## src/hw/ex_consts.svh

```systemverilog
`ifndef EX_CONSTS_SVH
`define EX_CONSTS_SVH

`define XLEN 32

// Logic ops
`define ALU_ORI    8'h01
`define ALU_AND    8'h02
`define ALU_NOR    8'h03
`define ALU_XOR    8'h04

`define ALU_SLLW   8'h08
`define ALU_SRLW   8'h09
`define ALU_SRAW   8'h0a

`define ALU_ADDW   8'h10
`define ALU_SUBW   8'h11
`define ALU_SLT    8'h12
`define ALU_SLTU   8'h13
`define ALU_MULW   8'h14
`define ALU_MULHW  8'h15
`define ALU_MULHWU 8'h16
`define ALU_DIVW   8'h18
`define ALU_DIVWU  8'h19
`define ALU_MODW   8'h1a
`define ALU_MODWU  8'h1b

`define ALU_LDB    8'h20
`define ALU_LDH    8'h21
`define ALU_LDW    8'h22
`define ALU_LLW    8'h23
`define ALU_STB    8'h28
`define ALU_STH    8'h29
`define ALU_STW    8'h2a
`define ALU_SCW    8'h2b

// Result groups
`define ALU_SEL_LOGIC      3'b001
`define ALU_SEL_SHIFT      3'b010
`define ALU_SEL_ARITHMETIC 3'b011
`define ALU_SEL_LOAD_STORE 3'b100

`define CSR_LLBCTL    14'h060
`define EXCEPTION_ALE 7'h09

`endif
```

## src/hw/pipeline_types.sv

```systemverilog
`default_nettype none
`include "ex_consts.svh"

package pipeline_types;

    typedef logic [`XLEN-1:0] bus32_t;
    typedef logic [2*`XLEN-1:0] bus64_t;

    typedef struct packed {
        bus32_t     pc;
        bus32_t     inst;
        bus32_t     reg1;
        bus32_t     reg2;
        logic [7:0] aluop;
        logic [2:0] alusel;
        logic       reg_write_en;
        logic [4:0] reg_write_addr;
    } dispatch_ex_t;

    typedef struct packed {
        bus32_t      pc;
        logic [7:0]  aluop;
        logic        reg_write_en;
        logic [4:0]  reg_write_addr;
        bus32_t      reg_write_data;
        bus32_t      mem_addr;
        logic        is_exception;
        logic [6:0]  exception_cause;
        logic        csr_write_en;
        logic [13:0] csr_addr;
        bus32_t      csr_write_data;
        logic        is_llw_scw;
    } ex_mem_t;

    // CSR write still in the memory stage
    typedef struct packed {
        logic        write_en;
        logic [13:0] write_addr;
        bus32_t      write_data;
    } csr_forward_t;

    typedef struct packed {
        logic       valid;
        logic       op;    // 1 = write
        bus32_t     virtual_addr;
        bus32_t     wdata;
        logic [3:0] wstrb;
    } dcache_req_t;

    typedef struct packed {
        logic   start;
        logic   is_signed;
        bus32_t dividend;
        bus32_t divisor;
    } div_req_t;

    typedef struct packed {
        logic   done;
        bus64_t result;    // {remainder, quotient}
    } div_rsp_t;

endpackage

`default_nettype wire

```

## src/hw/divider.sv

```systemverilog
`timescale 1ns/1ps
`default_nettype none
`include "ex_consts.svh"

module divider (
    input  wire logic                     clk,
    input  wire logic                     rst,
    input  wire pipeline_types::div_req_t div_req,
    output pipeline_types::div_rsp_t      div_rsp
);

    typedef enum logic [1:0] {IDLE, BUSY, SIGN, DONE} state_t;

    state_t                 state;
    logic [4:0]             cnt;
    pipeline_types::bus32_t quo;
    pipeline_types::bus32_t rem;
    pipeline_types::bus32_t dsr;
    logic                   neg_q;
    logic                   neg_r;
    logic [`XLEN:0]         shifted;
    logic [`XLEN:0]         diff;

    assign shifted = {rem, quo[`XLEN-1]};
    assign diff = shifted - {1'b0, dsr};    // borrow in the top bit

    always_ff @(posedge clk) begin
        if (rst) begin
            state <= IDLE;
            cnt <= '0;
        end
        else begin
            case (state)
                IDLE: begin
                    cnt <= '0;
                    if (div_req.start) state <= BUSY;
                end
                BUSY: begin
                    cnt <= cnt + 5'd1;
                    if (cnt == 5'(`XLEN - 1)) state <= SIGN;
                end
                SIGN: state <= DONE;
                default: state <= IDLE;    // done lasts one cycle
            endcase
        end
    end

    always_ff @(posedge clk) begin
        case (state)
            IDLE: begin
                quo <= (div_req.is_signed && div_req.dividend[31]) ?
                       -div_req.dividend : div_req.dividend;
                dsr <= (div_req.is_signed && div_req.divisor[31]) ?
                       -div_req.divisor : div_req.divisor;
                rem <= '0;
                // Zero divisor keeps quotient all ones
                neg_q <= div_req.is_signed && (div_req.dividend[31] ^ div_req.divisor[31]) &&
                         (|div_req.divisor);
                neg_r <= div_req.is_signed && div_req.dividend[31];
            end
            BUSY: begin
                if (!diff[`XLEN]) begin
                    rem <= diff[`XLEN-1:0];
                    quo <= {quo[`XLEN-2:0], 1'b1};
                end
                else begin
                    rem <= shifted[`XLEN-1:0];
                    quo <= {quo[`XLEN-2:0], 1'b0};
                end
            end
            SIGN: begin
                if (neg_q) quo <= -quo;
                if (neg_r) rem <= -rem;
            end
            default: quo <= quo;
        endcase
    end

    always_comb begin
        div_rsp.done = state == DONE;
        div_rsp.result = {rem, quo};
    end

    // Requester holds start for the whole run
    a_start_held: assert property (@(posedge clk) disable iff (rst)
        (state == BUSY || state == SIGN) |-> div_req.start)
        else $error("divider start dropped during a run");

endmodule

`default_nettype wire

```

## config.mk

```make
export PLATFORM = sky130hd
export DESIGN_NAME = divider
export DESIGN_NICKNAME = d
export VERILOG_FILES = /design/src/hw/pipeline_types.sv /design/src/hw/divider.sv
export VERILOG_INCLUDE_DIRS = /design/src /design/src/hw
export SDC_FILE = /design/constraint.sdc
export NUM_CORES = 1
export LEC_CHECK = 0
export ABC_AREA = 1
export BUFFER_PORTS_ARGS = -buffer_cell sky130_fd_sc_hd__clkbuf_2
export CORE_ASPECT_RATIO = 0.8
export CORE_MARGIN = 5
export CORE_UTILIZATION = 50
export CTS_CLUSTER_DIAMETER = 50
export DETAILED_ROUTE_END_ITERATION = 16
export PLACE_DENSITY = 0.73
export SLEW_MARGIN = 15
export SYNTH_ARGS = -nofsm -noshare
export SYNTH_HDL_FRONTEND = slang
export SYNTH_SLANG_ARGS = --single-unit
```

## constraint.sdc

```tcl
create_clock -name clk -period 4.3 [get_ports clk]
set_input_delay 0.43 -clock clk [delete_from_list [all_inputs] [get_ports clk]]
set_output_delay 0.43 -clock clk [all_outputs]
set_load 0.01 [all_outputs]
```

==> impl_metrics.env <==
export IMPL_yosys_area_share_simple=0.363
export IMPL_tns_ps=0
export IMPL_reg2reg_depth=17
export IMPL_gp_congestion=0.968
export IMPL_cpPeakStageDelay_ps=500
export IMPL_critPathRequiredTime_ps=4390
export IMPL_rows=47
export IMPL_min_path_cells=1
export IMPL_synth_top_area_frac=0.278
export IMPL_placed_cell_area_um2=11500
export IMPL_yosys_top_cells_area="edfxtp_1 28%, nand2_1 17%, inv_1 11%, nand3_1 6.1%, a21oi_1 5.4%"
export IMPL_cp_cell_sequence="inv_1 > ha_1 > fa_1 > inv_1 > nand2_1 > nand2_1 > nand3_1 > nand2_2 > nand2_1 > nand2_2 > nand2_2 > nand2_2 > nand2_1 > nand2_2 > nand2_1 > nand3_1 > a21oi_1"
export IMPL_ioPinCount=133
export IMPL_die_w_um=173
export IMPL_ys_types=48
export IMPL_cpMaxStageDelayCell="nand2_2"
export IMPL_initial_utilization=0.510
export IMPL_io_buffers=132
export IMPL_core_area_um2=20800
export IMPL_crit_path_end_kind="flop"
export IMPL_synth_top_family_by_area="simple AND/OR/NAND/NOR gates"
export IMPL_h_tree_depth=3
export IMPL_ant_nets=0
export IMPL_slew_limit_headroom=0.314
export IMPL_async_flop_share=0
export IMPL_die_h_um=140
export IMPL_antenna_found_initial=0
export IMPL_cts_buffers=9
export IMPL_seqPwrFrac=0.261
export IMPL_p_int_mw=3.81
export IMPL_postCtsHoldBufs=0
export IMPL_dp_slack_ps=1300
export IMPL_holdWs_ps=288
export IMPL_status="finished, final reports clean"
export IMPL_rsz0062_at_grt="false"
export IMPL_synth_area_per_cell_um2=6.31
export IMPL_grt_overflow=0
export IMPL_drcViolationCount=0
export IMPL_skew_ps=15.8
export IMPL_drv_cap=0
export IMPL_synth_edf_count=98
export IMPL_cpLargestDelayFamily="simple AND/OR/NAND/NOR gates"
export IMPL_p_leak_nw=5.98
export IMPL_cts_tree="yes"
export IMPL_setup_slack_ps=1200
export IMPL_p_sw_frac=0.551
export IMPL_path_depth=17
export IMPL_synth_adder_area_share=0.0515
export IMPL_synth_warnings=0
export IMPL_fin_area_um2=11800
export IMPL_path_buf_inv=2
export IMPL_crit_arrival_ps=3190
export IMPL_root_buffer="clkbuf_16"
export IMPL_critPathKind="flop to flop"
export IMPL_clockPowerShare=0.101
export IMPL_synth_mux_area_fraction=0
export IMPL_dpl_hpwl_um=26100
export IMPL_grt_start_max_net_pins=52
export IMPL_cts_setup_buffers=0
export IMPL_clk_pin_slew_ps=80
export IMPL_syn_area_um2=10600
export IMPL_yosys_top_cells_count="481 x nand2_1, 306 x inv_1, 143 x nor2_1"
export IMPL_final_cells=2064
export IMPL_die_area_um2=24200
export IMPL_dr_pass1_iters=6
export IMPL_ys_ff_latch=105
export IMPL_post_drt_wl_per_cell_um=16.0
export IMPL_power_density_nw_per_um2=720
export IMPL_cp_start_kind="flop"
export IMPL_yosysTopAreaCell="edfxtp_1"
export IMPL_n_antenna_cell=0
export IMPL_hold_viol_final=0
export IMPL_track_usage=0.264
export IMPL_nFillCells=2093
export IMPL_slew_viol_final=0
export IMPL_nets=1901
export IMPL_seq_area_frac_synth=0.291
export IMPL_fmax_mhz=323
export IMPL_critPathMaxFanout=30
export IMPL_syn_instance_count=1677
export IMPL_worst_slew_pin_slew_ps=1030
export IMPL_p_switching_mw=4.68
export IMPL_ir_drop_mv=0.337
export IMPL_period_minus_slack_ps=3100
export IMPL_routed_via_count=11300
export IMPL_grt_pass1_wl_um=52400
export IMPL_yosysMostFrequentCell="nand2_1"
export IMPL_final_layout_size_suffix_gt1_frac=0.125
export IMPL_synth_xor_area_frac=0.0430
export IMPL_cts_buffer_depth=2
export IMPL_viasPerCell=5.46
export IMPL_setup_viol_count_final=0
export IMPL_synth_ff_type="edfxtp_1"
export IMPL_finalCritPeriodShare=0.720
export IMPL_dp_cells=2048
export IMPL_synth_compound_area_frac=0.121
export IMPL_cts_sinks=105
export IMPL_combPwrFrac=0.638
export IMPL_hp_class="primary input to flop"
export IMPL_grt_pass1_vias=9923
export IMPL_cts_resized=0
export IMPL_syn_nets=1788
export IMPL_syn_to_final_growth_pct=11.3
export IMPL_drt_initial_drc_count=1312
export IMPL_clk_latency_ps=370
export IMPL_drt_total_wl_um=32900
==> layout make-up <==
cell class | count | area [µm²] | share of cell area
Clock buffer | 9 | 225 | 0.0191
Timing Repair Buffer | 141 | 728 | 0.0618
Inverter | 320 | 1200 | 0.102
Multi-Input combinational cell | 1213 | 6130 | 0.520
Tap cell | 269 | 337 | 0.0286
Sequential cell | 105 | 3080 | 0.262
Clock inverter | 7 | 85.1 | 0.00722
==> kinds of logic after synthesis <==
group	count (synthesis)
xor gates and xnor gates	52
AOI/OAI and AO/OA	236
buffers and inverters	359
and+or+nand+nor	882
DFF	105
adders and majority gates	43
==> placed cells by master (no fill, tap or decap), drive strengths merged <==
master,Yosys,layout
xor2,35,35
a211oi,1,1
and2,6,6
clkinvlp,0,1
ha,42,42
nor3,29,29
o21ai,84,84
o22ai,4,4
edfxtp,98,98
a32o,1,1
and3,1,1
or2,9,9
o31ai,6,6
nand3b,9,9
o32ai,1,1
a211o,1,1
a21oi,118,118
a31oi,4,4
clkinv,0,3
nand2,494,494
inv,320,323
dfxtp,7,7
buf,13,9
fa,1,1
nand3,131,131
a22oi,1,1
nor3b,1,1
a21o,2,2
a221oi,1,1
o211ai,10,10
nor4,10,10
nor2,161,161
xnor2,17,17
a32oi,2,2
nand4,31,31
clkbuf,26,141
==> per-stage QoR <==
step,power (mW),util
final,8.49,0.568
after global routing,9.20,0.568
after detailed placement,7.50,0.553
after floorplan,5.88,-
after CTS,8.38,0.568
after global placement,7.41,0.553
==> flip-flops by register name, summed over array words and instances, names as in the netlist <==
register / cells
neg_q: 1
rem: 32
dsr: 32
state: 2
neg_r: 1
quo: 32
cnt: 5
==> worst paths after layout <==
path	from	end	slack, ps
hold / removal	div_req[0]	dsr[0]	290
setup reg to reg	quo[31]	rem[1]	1200
setup / recovery	quo[31]	rem[1]	1200
hold reg to reg	cnt[3]	cnt[3]	470
==> worst register-to-register path: stages, from the launching register on <==
cell	delay, ps
edfxtp_1	400
inv_1	90
ha_1	220
fa_1	410
inv_1	90
nand2_1	50
nand2_1	80
nand3_1	120
nand2_2	150
nand2_1	80
nand2_2	80
nand2_2	70
nand2_2	70
nand2_1	60
nand2_2	500
nand2_1	160
nand3_1	120
a21oi_1	70
==> routing by layer <==
layer	up-vias	global-route usage	part of all wire	routed length, µm
li1	5620	-	-	-
met1	5068	0.414	0.48	15800
met2	530	0.372	0.40	13100
met3	45	0.0574	0.11	3670
met4	0	0.0513	0.013	417
met5	-	0	0	0
==> power by group through the flow <==
| stage | Sequential (mW) | Combinational, mW | Clock [mW] |
|---|---|---|---|
| 2_1_floorplan | 2.19 | 3.68 | 0 |
| 3_5_place_dp | 2.22 | 5.28 | 0 |
| 5_1_grt | 2.25 | 6.03 | 0.914 |
| 6_report | 2.21 | 5.41 | 0.861 |
| 4_1_cts | 2.19 | 5.31 | 0.876 |
| 3_3_place_gp | 2.20 | 5.21 | 0 |
No activity file was read; power rests on OpenSTA's default activity.
