$ cat src/hw/ex_consts.svh
`ifndef EX_CONSTS_SVH
`define EX_CONSTS_SVH

`define XLEN 32

// Logic ops
`define ALU_ORI    8'h01
`define ALU_AND    8'h02
`define ALU_NOR    8'h03
`define ALU_XOR    8'h04

`define ALU_SLLW   8'h08
`define ALU_SRLW   8'h09
`define ALU_SRAW   8'h0a

`define ALU_ADDW   8'h10
`define ALU_SUBW   8'h11
`define ALU_SLT    8'h12
`define ALU_SLTU   8'h13
`define ALU_MULW   8'h14
`define ALU_MULHW  8'h15
`define ALU_MULHWU 8'h16
`define ALU_DIVW   8'h18
`define ALU_DIVWU  8'h19
`define ALU_MODW   8'h1a
`define ALU_MODWU  8'h1b

`define ALU_LDB    8'h20
`define ALU_LDH    8'h21
`define ALU_LDW    8'h22
`define ALU_LLW    8'h23
`define ALU_STB    8'h28
`define ALU_STH    8'h29
`define ALU_STW    8'h2a
`define ALU_SCW    8'h2b

// Result groups
`define ALU_SEL_LOGIC      3'b001
`define ALU_SEL_SHIFT      3'b010
`define ALU_SEL_ARITHMETIC 3'b011
`define ALU_SEL_LOAD_STORE 3'b100

`define CSR_LLBCTL    14'h060
`define EXCEPTION_ALE 7'h09

`endif
$ cat src/hw/pipeline_types.sv
`default_nettype none
`include "ex_consts.svh"

package pipeline_types;

    typedef logic [`XLEN-1:0] bus32_t;
    typedef logic [2*`XLEN-1:0] bus64_t;

    typedef struct packed {
        bus32_t     pc;
        bus32_t     inst;
        bus32_t     reg1;
        bus32_t     reg2;
        logic [7:0] aluop;
        logic [2:0] alusel;
        logic       reg_write_en;
        logic [4:0] reg_write_addr;
    } dispatch_ex_t;

    typedef struct packed {
        bus32_t      pc;
        logic [7:0]  aluop;
        logic        reg_write_en;
        logic [4:0]  reg_write_addr;
        bus32_t      reg_write_data;
        bus32_t      mem_addr;
        logic        is_exception;
        logic [6:0]  exception_cause;
        logic        csr_write_en;
        logic [13:0] csr_addr;
        bus32_t      csr_write_data;
        logic        is_llw_scw;
    } ex_mem_t;

    // CSR write still in the memory stage
    typedef struct packed {
        logic        write_en;
        logic [13:0] write_addr;
        bus32_t      write_data;
    } csr_forward_t;

    typedef struct packed {
        logic       valid;
        logic       op;    // 1 = write
        bus32_t     virtual_addr;
        bus32_t     wdata;
        logic [3:0] wstrb;
    } dcache_req_t;

    typedef struct packed {
        logic   start;
        logic   is_signed;
        bus32_t dividend;
        bus32_t divisor;
    } div_req_t;

    typedef struct packed {
        logic   done;
        bus64_t result;    // {remainder, quotient}
    } div_rsp_t;

endpackage

`default_nettype wire

$ cat src/hw/ex.sv
`timescale 1ns/1ps
`default_nettype none
`include "ex_consts.svh"

module ex (
    input  wire pipeline_types::dispatch_ex_t dispatch_ex,
    input  wire logic                         llbit,
    input  wire pipeline_types::csr_forward_t mem_push_forward,
    input  wire logic                         dcache_addr_ok,
    input  wire pipeline_types::div_rsp_t     div_rsp,
    output pipeline_types::dcache_req_t       dcache_req,
    output pipeline_types::div_req_t          div_req,
    output logic                              pause,
    output pipeline_types::ex_mem_t           ex_mem
);

    pipeline_types::bus32_t reg1;
    pipeline_types::bus32_t reg2;
    pipeline_types::bus32_t logic_res;
    pipeline_types::bus32_t shift_res;
    pipeline_types::bus32_t arith_res;
    pipeline_types::bus32_t sum_res;
    pipeline_types::bus32_t mem_addr;
    pipeline_types::bus64_t mul_a;
    pipeline_types::bus64_t mul_b;
    pipeline_types::bus64_t mul_prod;
    logic [11:0] si12;
    logic [13:0] si14;
    logic        mul_signed;
    logic        llbit_current;
    logic        mem_valid;
    logic        misaligned;
    logic        is_div;

    assign reg1 = dispatch_ex.reg1;
    assign reg2 = dispatch_ex.reg2;
    assign si12 = dispatch_ex.inst[21:10];
    assign si14 = dispatch_ex.inst[23:10];

    // LLBCTL write in mem overrides the architectural bit
    assign llbit_current = (mem_push_forward.write_en &&
                            mem_push_forward.write_addr == `CSR_LLBCTL) ?
                           mem_push_forward.write_data[0] : llbit;

    always_comb begin
        case (dispatch_ex.aluop)
            `ALU_ORI: logic_res = reg1 | reg2;
            `ALU_AND: logic_res = reg1 & reg2;
            `ALU_NOR: logic_res = ~(reg1 | reg2);
            `ALU_XOR: logic_res = reg1 ^ reg2;
            default:  logic_res = '0;
        endcase
    end

    always_comb begin
        case (dispatch_ex.aluop)
            `ALU_SLLW: shift_res = reg1 << reg2[4:0];
            `ALU_SRLW: shift_res = reg1 >> reg2[4:0];
            `ALU_SRAW: shift_res = $signed(reg1) >>> reg2[4:0];
            default:   shift_res = '0;
        endcase
    end

    assign sum_res = (dispatch_ex.aluop == `ALU_SUBW) ? reg1 - reg2 : reg1 + reg2;

    // Low half of the product is the same signed or unsigned
    assign mul_signed = dispatch_ex.aluop != `ALU_MULHWU;
    assign mul_a = {mul_signed ? {`XLEN{reg1[31]}} : {`XLEN{1'b0}}, reg1};
    assign mul_b = {mul_signed ? {`XLEN{reg2[31]}} : {`XLEN{1'b0}}, reg2};
    assign mul_prod = mul_a * mul_b;

    always_comb begin
        case (dispatch_ex.aluop)
            `ALU_ADDW, `ALU_SUBW:  arith_res = sum_res;
            `ALU_SLT:              arith_res = {31'b0, $signed(reg1) < $signed(reg2)};
            `ALU_SLTU:             arith_res = {31'b0, reg1 < reg2};
            `ALU_MULW:             arith_res = mul_prod[31:0];
            `ALU_MULHW, `ALU_MULHWU: arith_res = mul_prod[63:32];
            `ALU_DIVW, `ALU_DIVWU: arith_res = div_rsp.result[31:0];
            `ALU_MODW, `ALU_MODWU: arith_res = div_rsp.result[63:32];
            default:               arith_res = '0;
        endcase
    end

    always_comb begin
        case (dispatch_ex.aluop)
            `ALU_LDB, `ALU_LDH, `ALU_LDW, `ALU_LLW: mem_addr = reg1 + reg2;
            `ALU_STB, `ALU_STH, `ALU_STW: mem_addr = reg1 + {{20{si12[11]}}, si12};
            `ALU_SCW: mem_addr = reg1 + {{16{si14[13]}}, si14, 2'b00};
            default:  mem_addr = '0;
        endcase
    end

    always_comb begin
        mem_valid = 1'b0;
        misaligned = 1'b0;
        dcache_req.op = 1'b0;
        dcache_req.wdata = '0;
        dcache_req.wstrb = 4'b1111;
        dcache_req.virtual_addr = mem_addr;
        case (dispatch_ex.aluop)
            `ALU_LDB: mem_valid = 1'b1;
            `ALU_LDH: begin
                mem_valid = 1'b1;
                misaligned = mem_addr[0];
            end
            `ALU_LDW, `ALU_LLW: begin
                mem_valid = 1'b1;
                misaligned = |mem_addr[1:0];
            end
            `ALU_STB: begin
                mem_valid = 1'b1;
                dcache_req.op = 1'b1;
                dcache_req.wdata = {4{reg2[7:0]}};
                dcache_req.wstrb = 4'b0001 << mem_addr[1:0];
            end
            `ALU_STH: begin
                mem_valid = 1'b1;
                misaligned = mem_addr[0];
                dcache_req.op = 1'b1;
                dcache_req.wdata = {2{reg2[15:0]}};
                dcache_req.wstrb = mem_addr[1] ? 4'b1100 : 4'b0011;
            end
            `ALU_STW: begin
                mem_valid = 1'b1;
                misaligned = |mem_addr[1:0];
                dcache_req.op = 1'b1;
                dcache_req.wdata = reg2;
            end
            `ALU_SCW: begin
                misaligned = |mem_addr[1:0];
                if (llbit_current) begin    // store only while the link holds
                    mem_valid = 1'b1;
                    dcache_req.op = 1'b1;
                    dcache_req.wdata = reg2;
                end
            end
            default: mem_valid = 1'b0;
        endcase
        dcache_req.valid = mem_valid && !misaligned;
    end

    assign is_div = dispatch_ex.aluop == `ALU_DIVW || dispatch_ex.aluop == `ALU_DIVWU ||
                    dispatch_ex.aluop == `ALU_MODW || dispatch_ex.aluop == `ALU_MODWU;

    always_comb begin
        div_req.start = is_div && !div_rsp.done;
        div_req.is_signed = dispatch_ex.aluop == `ALU_DIVW || dispatch_ex.aluop == `ALU_MODW;
        div_req.dividend = reg1;
        div_req.divisor = reg2;
    end

    assign pause = (dcache_req.valid && !dcache_addr_ok) || (is_div && !div_rsp.done);

    always_comb begin
        ex_mem.pc = dispatch_ex.pc;
        ex_mem.aluop = dispatch_ex.aluop;
        ex_mem.reg_write_en = dispatch_ex.reg_write_en;
        ex_mem.reg_write_addr = dispatch_ex.reg_write_addr;
        case (dispatch_ex.alusel)
            `ALU_SEL_LOGIC:      ex_mem.reg_write_data = logic_res;
            `ALU_SEL_SHIFT:      ex_mem.reg_write_data = shift_res;
            `ALU_SEL_ARITHMETIC: ex_mem.reg_write_data = arith_res;
            `ALU_SEL_LOAD_STORE: begin
                // sc.w returns its success flag in rd
                ex_mem.reg_write_data = (dispatch_ex.aluop == `ALU_SCW) ?
                                        {31'b0, llbit_current} : '0;
            end
            default: ex_mem.reg_write_data = '0;
        endcase
        ex_mem.mem_addr = mem_addr;
        ex_mem.is_exception = misaligned;
        ex_mem.exception_cause = misaligned ? `EXCEPTION_ALE : 7'b0;
        ex_mem.csr_write_en = 1'b0;
        ex_mem.csr_addr = '0;
        ex_mem.csr_write_data = '0;
        ex_mem.is_llw_scw = 1'b0;
        if (dispatch_ex.aluop == `ALU_LLW) begin
            ex_mem.csr_write_en = 1'b1;
            ex_mem.csr_addr = `CSR_LLBCTL;
            ex_mem.csr_write_data = 32'd1;
            ex_mem.is_llw_scw = 1'b1;
        end
        else if (dispatch_ex.aluop == `ALU_SCW && llbit_current) begin
            ex_mem.csr_write_en = 1'b1;    // link consumed
            ex_mem.csr_addr = `CSR_LLBCTL;
            ex_mem.is_llw_scw = 1'b1;
        end
    end

    // A divider response belongs to the divide held in this stage
    always_comb begin
        if (div_rsp.done) begin
            a_done_only_for_div: assert (is_div)
                else $error("divider done without a divide in execute");
        end
    end

endmodule

`default_nettype wire

$ cat config.mk
export PLATFORM = sky130hd
export DESIGN_NAME = ex
export DESIGN_NICKNAME = d
export VERILOG_FILES = /design/src/hw/pipeline_types.sv /design/src/hw/ex.sv
export VERILOG_INCLUDE_DIRS = /design/src /design/src/hw
export SDC_FILE = /design/constraint.sdc
export NUM_CORES = 2
export LEC_CHECK = 0
export BUFFER_PORTS_ARGS = -buffer_cell sky130_fd_sc_hd__buf_4
export CELL_PAD_IN_SITES_DETAIL_PLACEMENT = 1
export CELL_PAD_IN_SITES_GLOBAL_PLACEMENT = 1
export CORE_MARGIN = 8
export CORE_UTILIZATION = 40
export DETAILED_ROUTE_END_ITERATION = 10
export GPL_ROUTABILITY_DRIVEN = 0
export PLACE_DENSITY_LB_ADDON = 0.1
export SLEW_MARGIN = 15
export SYNTH_ARGS = -nofsm -noshare
export SYNTH_HDL_FRONTEND = slang
export SYNTH_SLANG_ARGS = --single-unit
$ cat constraint.sdc
create_clock -name vclk -period 12.53
set_clock_uncertainty 0.1 [all_clocks]
set_input_delay 1.253 -clock vclk [all_inputs]
set_output_delay 1.253 -clock vclk [all_outputs]
set_load 0.01 [all_outputs]
==> report_table.html <==
<table>
<tr><th>Metric</th><th>Value</th></tr>
<tr><th colspan="2">Setup path</th></tr>
<tr><td>Highest cell delay on the worst timing path</td><td>640 ps</td></tr>
<tr><td>Critical Path Sink Type</td><td>output pin</td></tr>
<tr><td>Crit-path max FO</td><td>18</td></tr>
<tr><td>Top cell by count, worst path</td><td>sky130_fd_sc_hd__fa_1</td></tr>
<tr><td>Required @ worst endpoint</td><td>11180 ps</td></tr>
<tr><td>Category of the most critical setup path</td><td>in2out</td></tr>
<tr><td>CP top delay family</td><td>adder cells</td></tr>
<tr><td>Kind of start point of the critical path</td><td>input pin</td></tr>
<tr><td>Data arrival, critical path</td><td>10940 ps</td></tr>
<tr><td>Number of buffers and inverters on the critical path</td><td>13</td></tr>
<tr><td>Crit path max-delay cell type</td><td>sky130_fd_sc_hd__fa_1</td></tr>
<tr><th colspan="2">Drt</th></tr>
<tr><td>DRC Markers</td><td>0</td></tr>
<tr><td>Detailed-route via count</td><td>54800</td></tr>
<tr><td>Total wirelength of the detailed-routed design</td><td>291000 um</td></tr>
<tr><td>Routed vias/inst</td><td>5.66</td></tr>
<tr><td>Remaining antenna violation count</td><td>0</td></tr>
<tr><td>1st-iter DRT viols</td><td>4490</td></tr>
<tr><td>First-pass DRT Iterations</td><td>8</td></tr>
<tr><td>Mean routed wirelength per cell</td><td>30.0 um</td></tr>
<tr><th colspan="2">STA</th></tr>
<tr><td>Count of endpoints failing setup in the final report</td><td>0</td></tr>
<tr><td>Tightest hold margin</td><td>2410 ps</td></tr>
<tr><td>Number of hold violations in the final report</td><td>0</td></tr>
<tr><td>Final clock period utilization by the worst path</td><td>0.981</td></tr>
<tr><td>Max_slew headroom</td><td>0.170</td></tr>
<tr><td>Final min period</td><td>12290 ps</td></tr>
<tr><td>Achievable clock frequency</td><td>0.0814 GHz</td></tr>
<tr><td>Worst-margin pin slew</td><td>1240 ps</td></tr>
<tr><td>Final Max Tran Viols</td><td>0</td></tr>
<tr><th colspan="2">Min path</th></tr>
<tr><td>Worst Hold Depth</td><td>0</td></tr>
<tr><td>Start point of the worst min-delay path</td><td>dispatch_ex[2]</td></tr>
<tr><td>Hold WC Path Type</td><td>in2out</td></tr>
<tr><td>Hold worst-path end</td><td>ex_mem[122]</td></tr>
<tr><th colspan="2">Global route</th></tr>
<tr><td>First-pass GRT wire length</td><td>425000 um</td></tr>
<tr><td>Gr usage total</td><td>0.345</td></tr>
<tr><td>Sum of overflow across all layers after global routing</td><td>0</td></tr>
<tr><td>Number of global-route vias before repair</td><td>60600</td></tr>
<tr><td>Initial antenna violation count</td><td>19</td></tr>
<tr><td>Largest net degree at the start of global routing</td><td>58</td></tr>
<tr><th colspan="2">Floorplanning</th></tr>
<tr><td>Row Count</td><td>143</td></tr>
<tr><td>Die footprint</td><td>166000 um2</td></tr>
<tr><td>Effective utilization at floorplan</td><td>0.403</td></tr>
<tr><td>Die Y-Extent</td><td>408 um</td></tr>
<tr><td>Placeable core area</td><td>152000 um2</td></tr>
<tr><td>Count of boundary I/O pins</td><td>562</td></tr>
<tr><td>Horiz. Die Dim</td><td>408 um</td></tr>
<tr><th colspan="2">Yosys</th></tr>
<tr><td>Post-synthesis sequential area ratio</td><td>0</td></tr>
<tr><td>Distinct cells, synth</td><td>87</td></tr>
<tr><td>Post-synthesis instance total</td><td>7326</td></tr>
<tr><td>Mean Syn Cell Area</td><td>8.37 um2</td></tr>
<tr><td>Warning count from the yosys run</td><td>0</td></tr>
<tr><td>Cell Area, Synth</td><td>61300 um2</td></tr>
<tr><th colspan="2">Finish</th></tr>
<tr><td>Number of sequential cells</td><td>0</td></tr>
<tr><td>Number of nets in the finished design</td><td>9800</td></tr>
<tr><td>Fraction of layout cells with a size suffix above 1</td><td>0.132</td></tr>
<tr><td>Register area</td><td>0 um2</td></tr>
<tr><td>Layout area overhead</td><td>10.9%</td></tr>
<tr><td>Clock buffer count in the final layout</td><td>0</td></tr>
<tr><td>Fill cell count</td><td>18300</td></tr>
<tr><td>Area taken by multi-input logic gates</td><td>52500 um2</td></tr>
<tr><th colspan="2">Status</th></tr>
<tr><td>Outcome</td><td>completed</td></tr>
<tr><th colspan="2">Job</th></tr>
<tr><td>Max-cap violations</td><td>0</td></tr>
<tr><th colspan="2">Place</th></tr>
<tr><td>Detailed placement HPWL</td><td>248000 um</td></tr>
<tr><td>Number of buffers added on ports</td><td>389</td></tr>
<tr><th colspan="2">CTS</th></tr>
<tr><td>Hold buffer count at CTS</td><td>0</td></tr>
</table>
==> metal layers <==
| layer | global-route usage | vias to the layer above | routed length (um) |
|---|---|---|---|
| li1 | - | 22800 | - |
| met1 | 0.433 | 28600 | 112000 |
| met2 | 0.552 | 2579 | 130000 |
| met3 | 0.0709 | 784 | 26000 |
| met4 | 0.203 | 6 | 23100 |
| met5 | 0 | - | 39 |
==> worst max-delay path by stage <==
stage | start | end | slack (ps) | depth (start not counted)
4_1_cts | dispatch_ex[14] | ex_mem[119] | 20 | 39
6_report | dispatch_ex[13] | ex_mem[118] | 240 | 38
2_1_floorplan | dispatch_ex[18] | ex_mem[118] | 120 | 36
3_5_place_dp | dispatch_ex[13] | ex_mem[118] | -290 | 42
3_3_place_gp | dispatch_ex[13] | ex_mem[118] | -70 | 42
5_1_grt | dispatch_ex[13] | ex_mem[119] | -110 | 38
==> cells in the mapped netlist (14+ instances only) <==
cell,instances,area [um2]
sky130_fd_sc_hd__a211o_1,18,158
sky130_fd_sc_hd__a211oi_1,29,218
sky130_fd_sc_hd__a21o_1,61,458
sky130_fd_sc_hd__a21oi_1,284,1420
sky130_fd_sc_hd__a221o_1,16,160
sky130_fd_sc_hd__a221oi_1,41,359
sky130_fd_sc_hd__a22o_1,18,158
sky130_fd_sc_hd__a22oi_1,32,240
sky130_fd_sc_hd__a31oi_1,29,181
sky130_fd_sc_hd__and2_1,21,131
sky130_fd_sc_hd__and3_1,19,119
sky130_fd_sc_hd__buf_1,91,342
sky130_fd_sc_hd__buf_2,26,130
sky130_fd_sc_hd__buf_4,197,1480
sky130_fd_sc_hd__clkbuf_1,263,987
sky130_fd_sc_hd__clkinv_1,14,52.6
sky130_fd_sc_hd__fa_1,1423,28500
sky130_fd_sc_hd__ha_1,464,5810
sky130_fd_sc_hd__inv_1,1676,6290
sky130_fd_sc_hd__mux2i_1,80,801
sky130_fd_sc_hd__mux4_2,37,833
sky130_fd_sc_hd__nand2_1,930,3490
sky130_fd_sc_hd__nand2b_1,26,163
sky130_fd_sc_hd__nand3_1,53,265
sky130_fd_sc_hd__nand4_1,23,144
sky130_fd_sc_hd__nor2_1,585,2200
sky130_fd_sc_hd__nor2b_1,24,150
sky130_fd_sc_hd__nor3_1,53,265
sky130_fd_sc_hd__o211ai_1,20,150
sky130_fd_sc_hd__o21a_1,24,180
sky130_fd_sc_hd__o21ai_0,223,1120
sky130_fd_sc_hd__o21bai_1,33,248
sky130_fd_sc_hd__o221ai_1,37,324
sky130_fd_sc_hd__o22ai_1,44,275
sky130_fd_sc_hd__o31ai_1,14,105
sky130_fd_sc_hd__xnor2_1,161,1410
sky130_fd_sc_hd__xor2_1,59,517
==> timing repair <==
item	CTS	global route
pin swaps	2	38
setup endpoints to repair	9	19
setup buffers	1	7
resized for setup	7	62
==> through the flow <==
stage               setup slack (ps)  cell area (um2)   util  setup TNS [ps]  cells
finish                           241            68000  0.447               0   9685
global placement               -73.3            67700  0.445            -190   9674
CTS                             23.3            67700  0.445               0   9675
detailed placement              -288            67700  0.445           -1040   9674
floorplan                        116            61500      -               0   7373
global route                    -107            68000  0.447            -433   9682
==> cells by family after synthesis <==
| family | count (synthesis) | share of synthesized area |
|---|---|---|
| AND/OR/NAND/NOR | 1789 | 0.119 |
| XOR/XNOR | 220 | 0.0314 |
| other | 1 | 0.0000611 |
| AO/OA/AOI/OAI | 1026 | 0.109 |
| multiplexers | 130 | 0.0290 |
| buffers and inverters | 2273 | 0.152 |
| adder cells (fa/ha/maj) | 1887 | 0.559 |
==> final cells by class <==
cell class	instances	share of cell area
inverters	1696	0.0936
multi-input cells	5100	0.772
diodes	3	0.000110
repair buffers	856	0.0972
well taps	2030	0.0374
==> layout by cell type (no fill, tap or decap), types with 16 or more instances in the layout <==
| cell | count |
|---|---|
| sky130_fd_sc_hd__xnor2_1 | 159 |
| sky130_fd_sc_hd__xor2_1 | 59 |
| sky130_fd_sc_hd__o211ai_1 | 20 |
| sky130_fd_sc_hd__o221ai_1 | 36 |
| sky130_fd_sc_hd__and3_1 | 19 |
| sky130_fd_sc_hd__and2_1 | 21 |
| sky130_fd_sc_hd__inv_1 | 1669 |
| sky130_fd_sc_hd__a31oi_1 | 27 |
| sky130_fd_sc_hd__nand2b_1 | 26 |
| sky130_fd_sc_hd__a21o_1 | 61 |
| sky130_fd_sc_hd__a22o_1 | 18 |
| sky130_fd_sc_hd__a22oi_1 | 32 |
| sky130_fd_sc_hd__o21bai_1 | 33 |
| sky130_fd_sc_hd__a21oi_1 | 279 |
| sky130_fd_sc_hd__a221o_1 | 16 |
| sky130_fd_sc_hd__ha_1 | 464 |
| sky130_fd_sc_hd__buf_4 | 838 |
| sky130_fd_sc_hd__nand2_1 | 924 |
| sky130_fd_sc_hd__nor3_1 | 47 |
| sky130_fd_sc_hd__mux4_2 | 37 |
| sky130_fd_sc_hd__a211o_1 | 18 |
| sky130_fd_sc_hd__a211oi_1 | 27 |
| sky130_fd_sc_hd__o21ai_0 | 216 |
| sky130_fd_sc_hd__nor2b_1 | 24 |
| sky130_fd_sc_hd__a221oi_1 | 38 |
| sky130_fd_sc_hd__fa_1 | 1410 |
| sky130_fd_sc_hd__nor2_1 | 580 |
| sky130_fd_sc_hd__o22ai_1 | 44 |
| sky130_fd_sc_hd__conb_1 | 48 |
| sky130_fd_sc_hd__o21a_1 | 24 |
| sky130_fd_sc_hd__nand3_1 | 52 |
| sky130_fd_sc_hd__mux2i_1 | 79 |
| sky130_fd_sc_hd__nand4_1 | 23 |
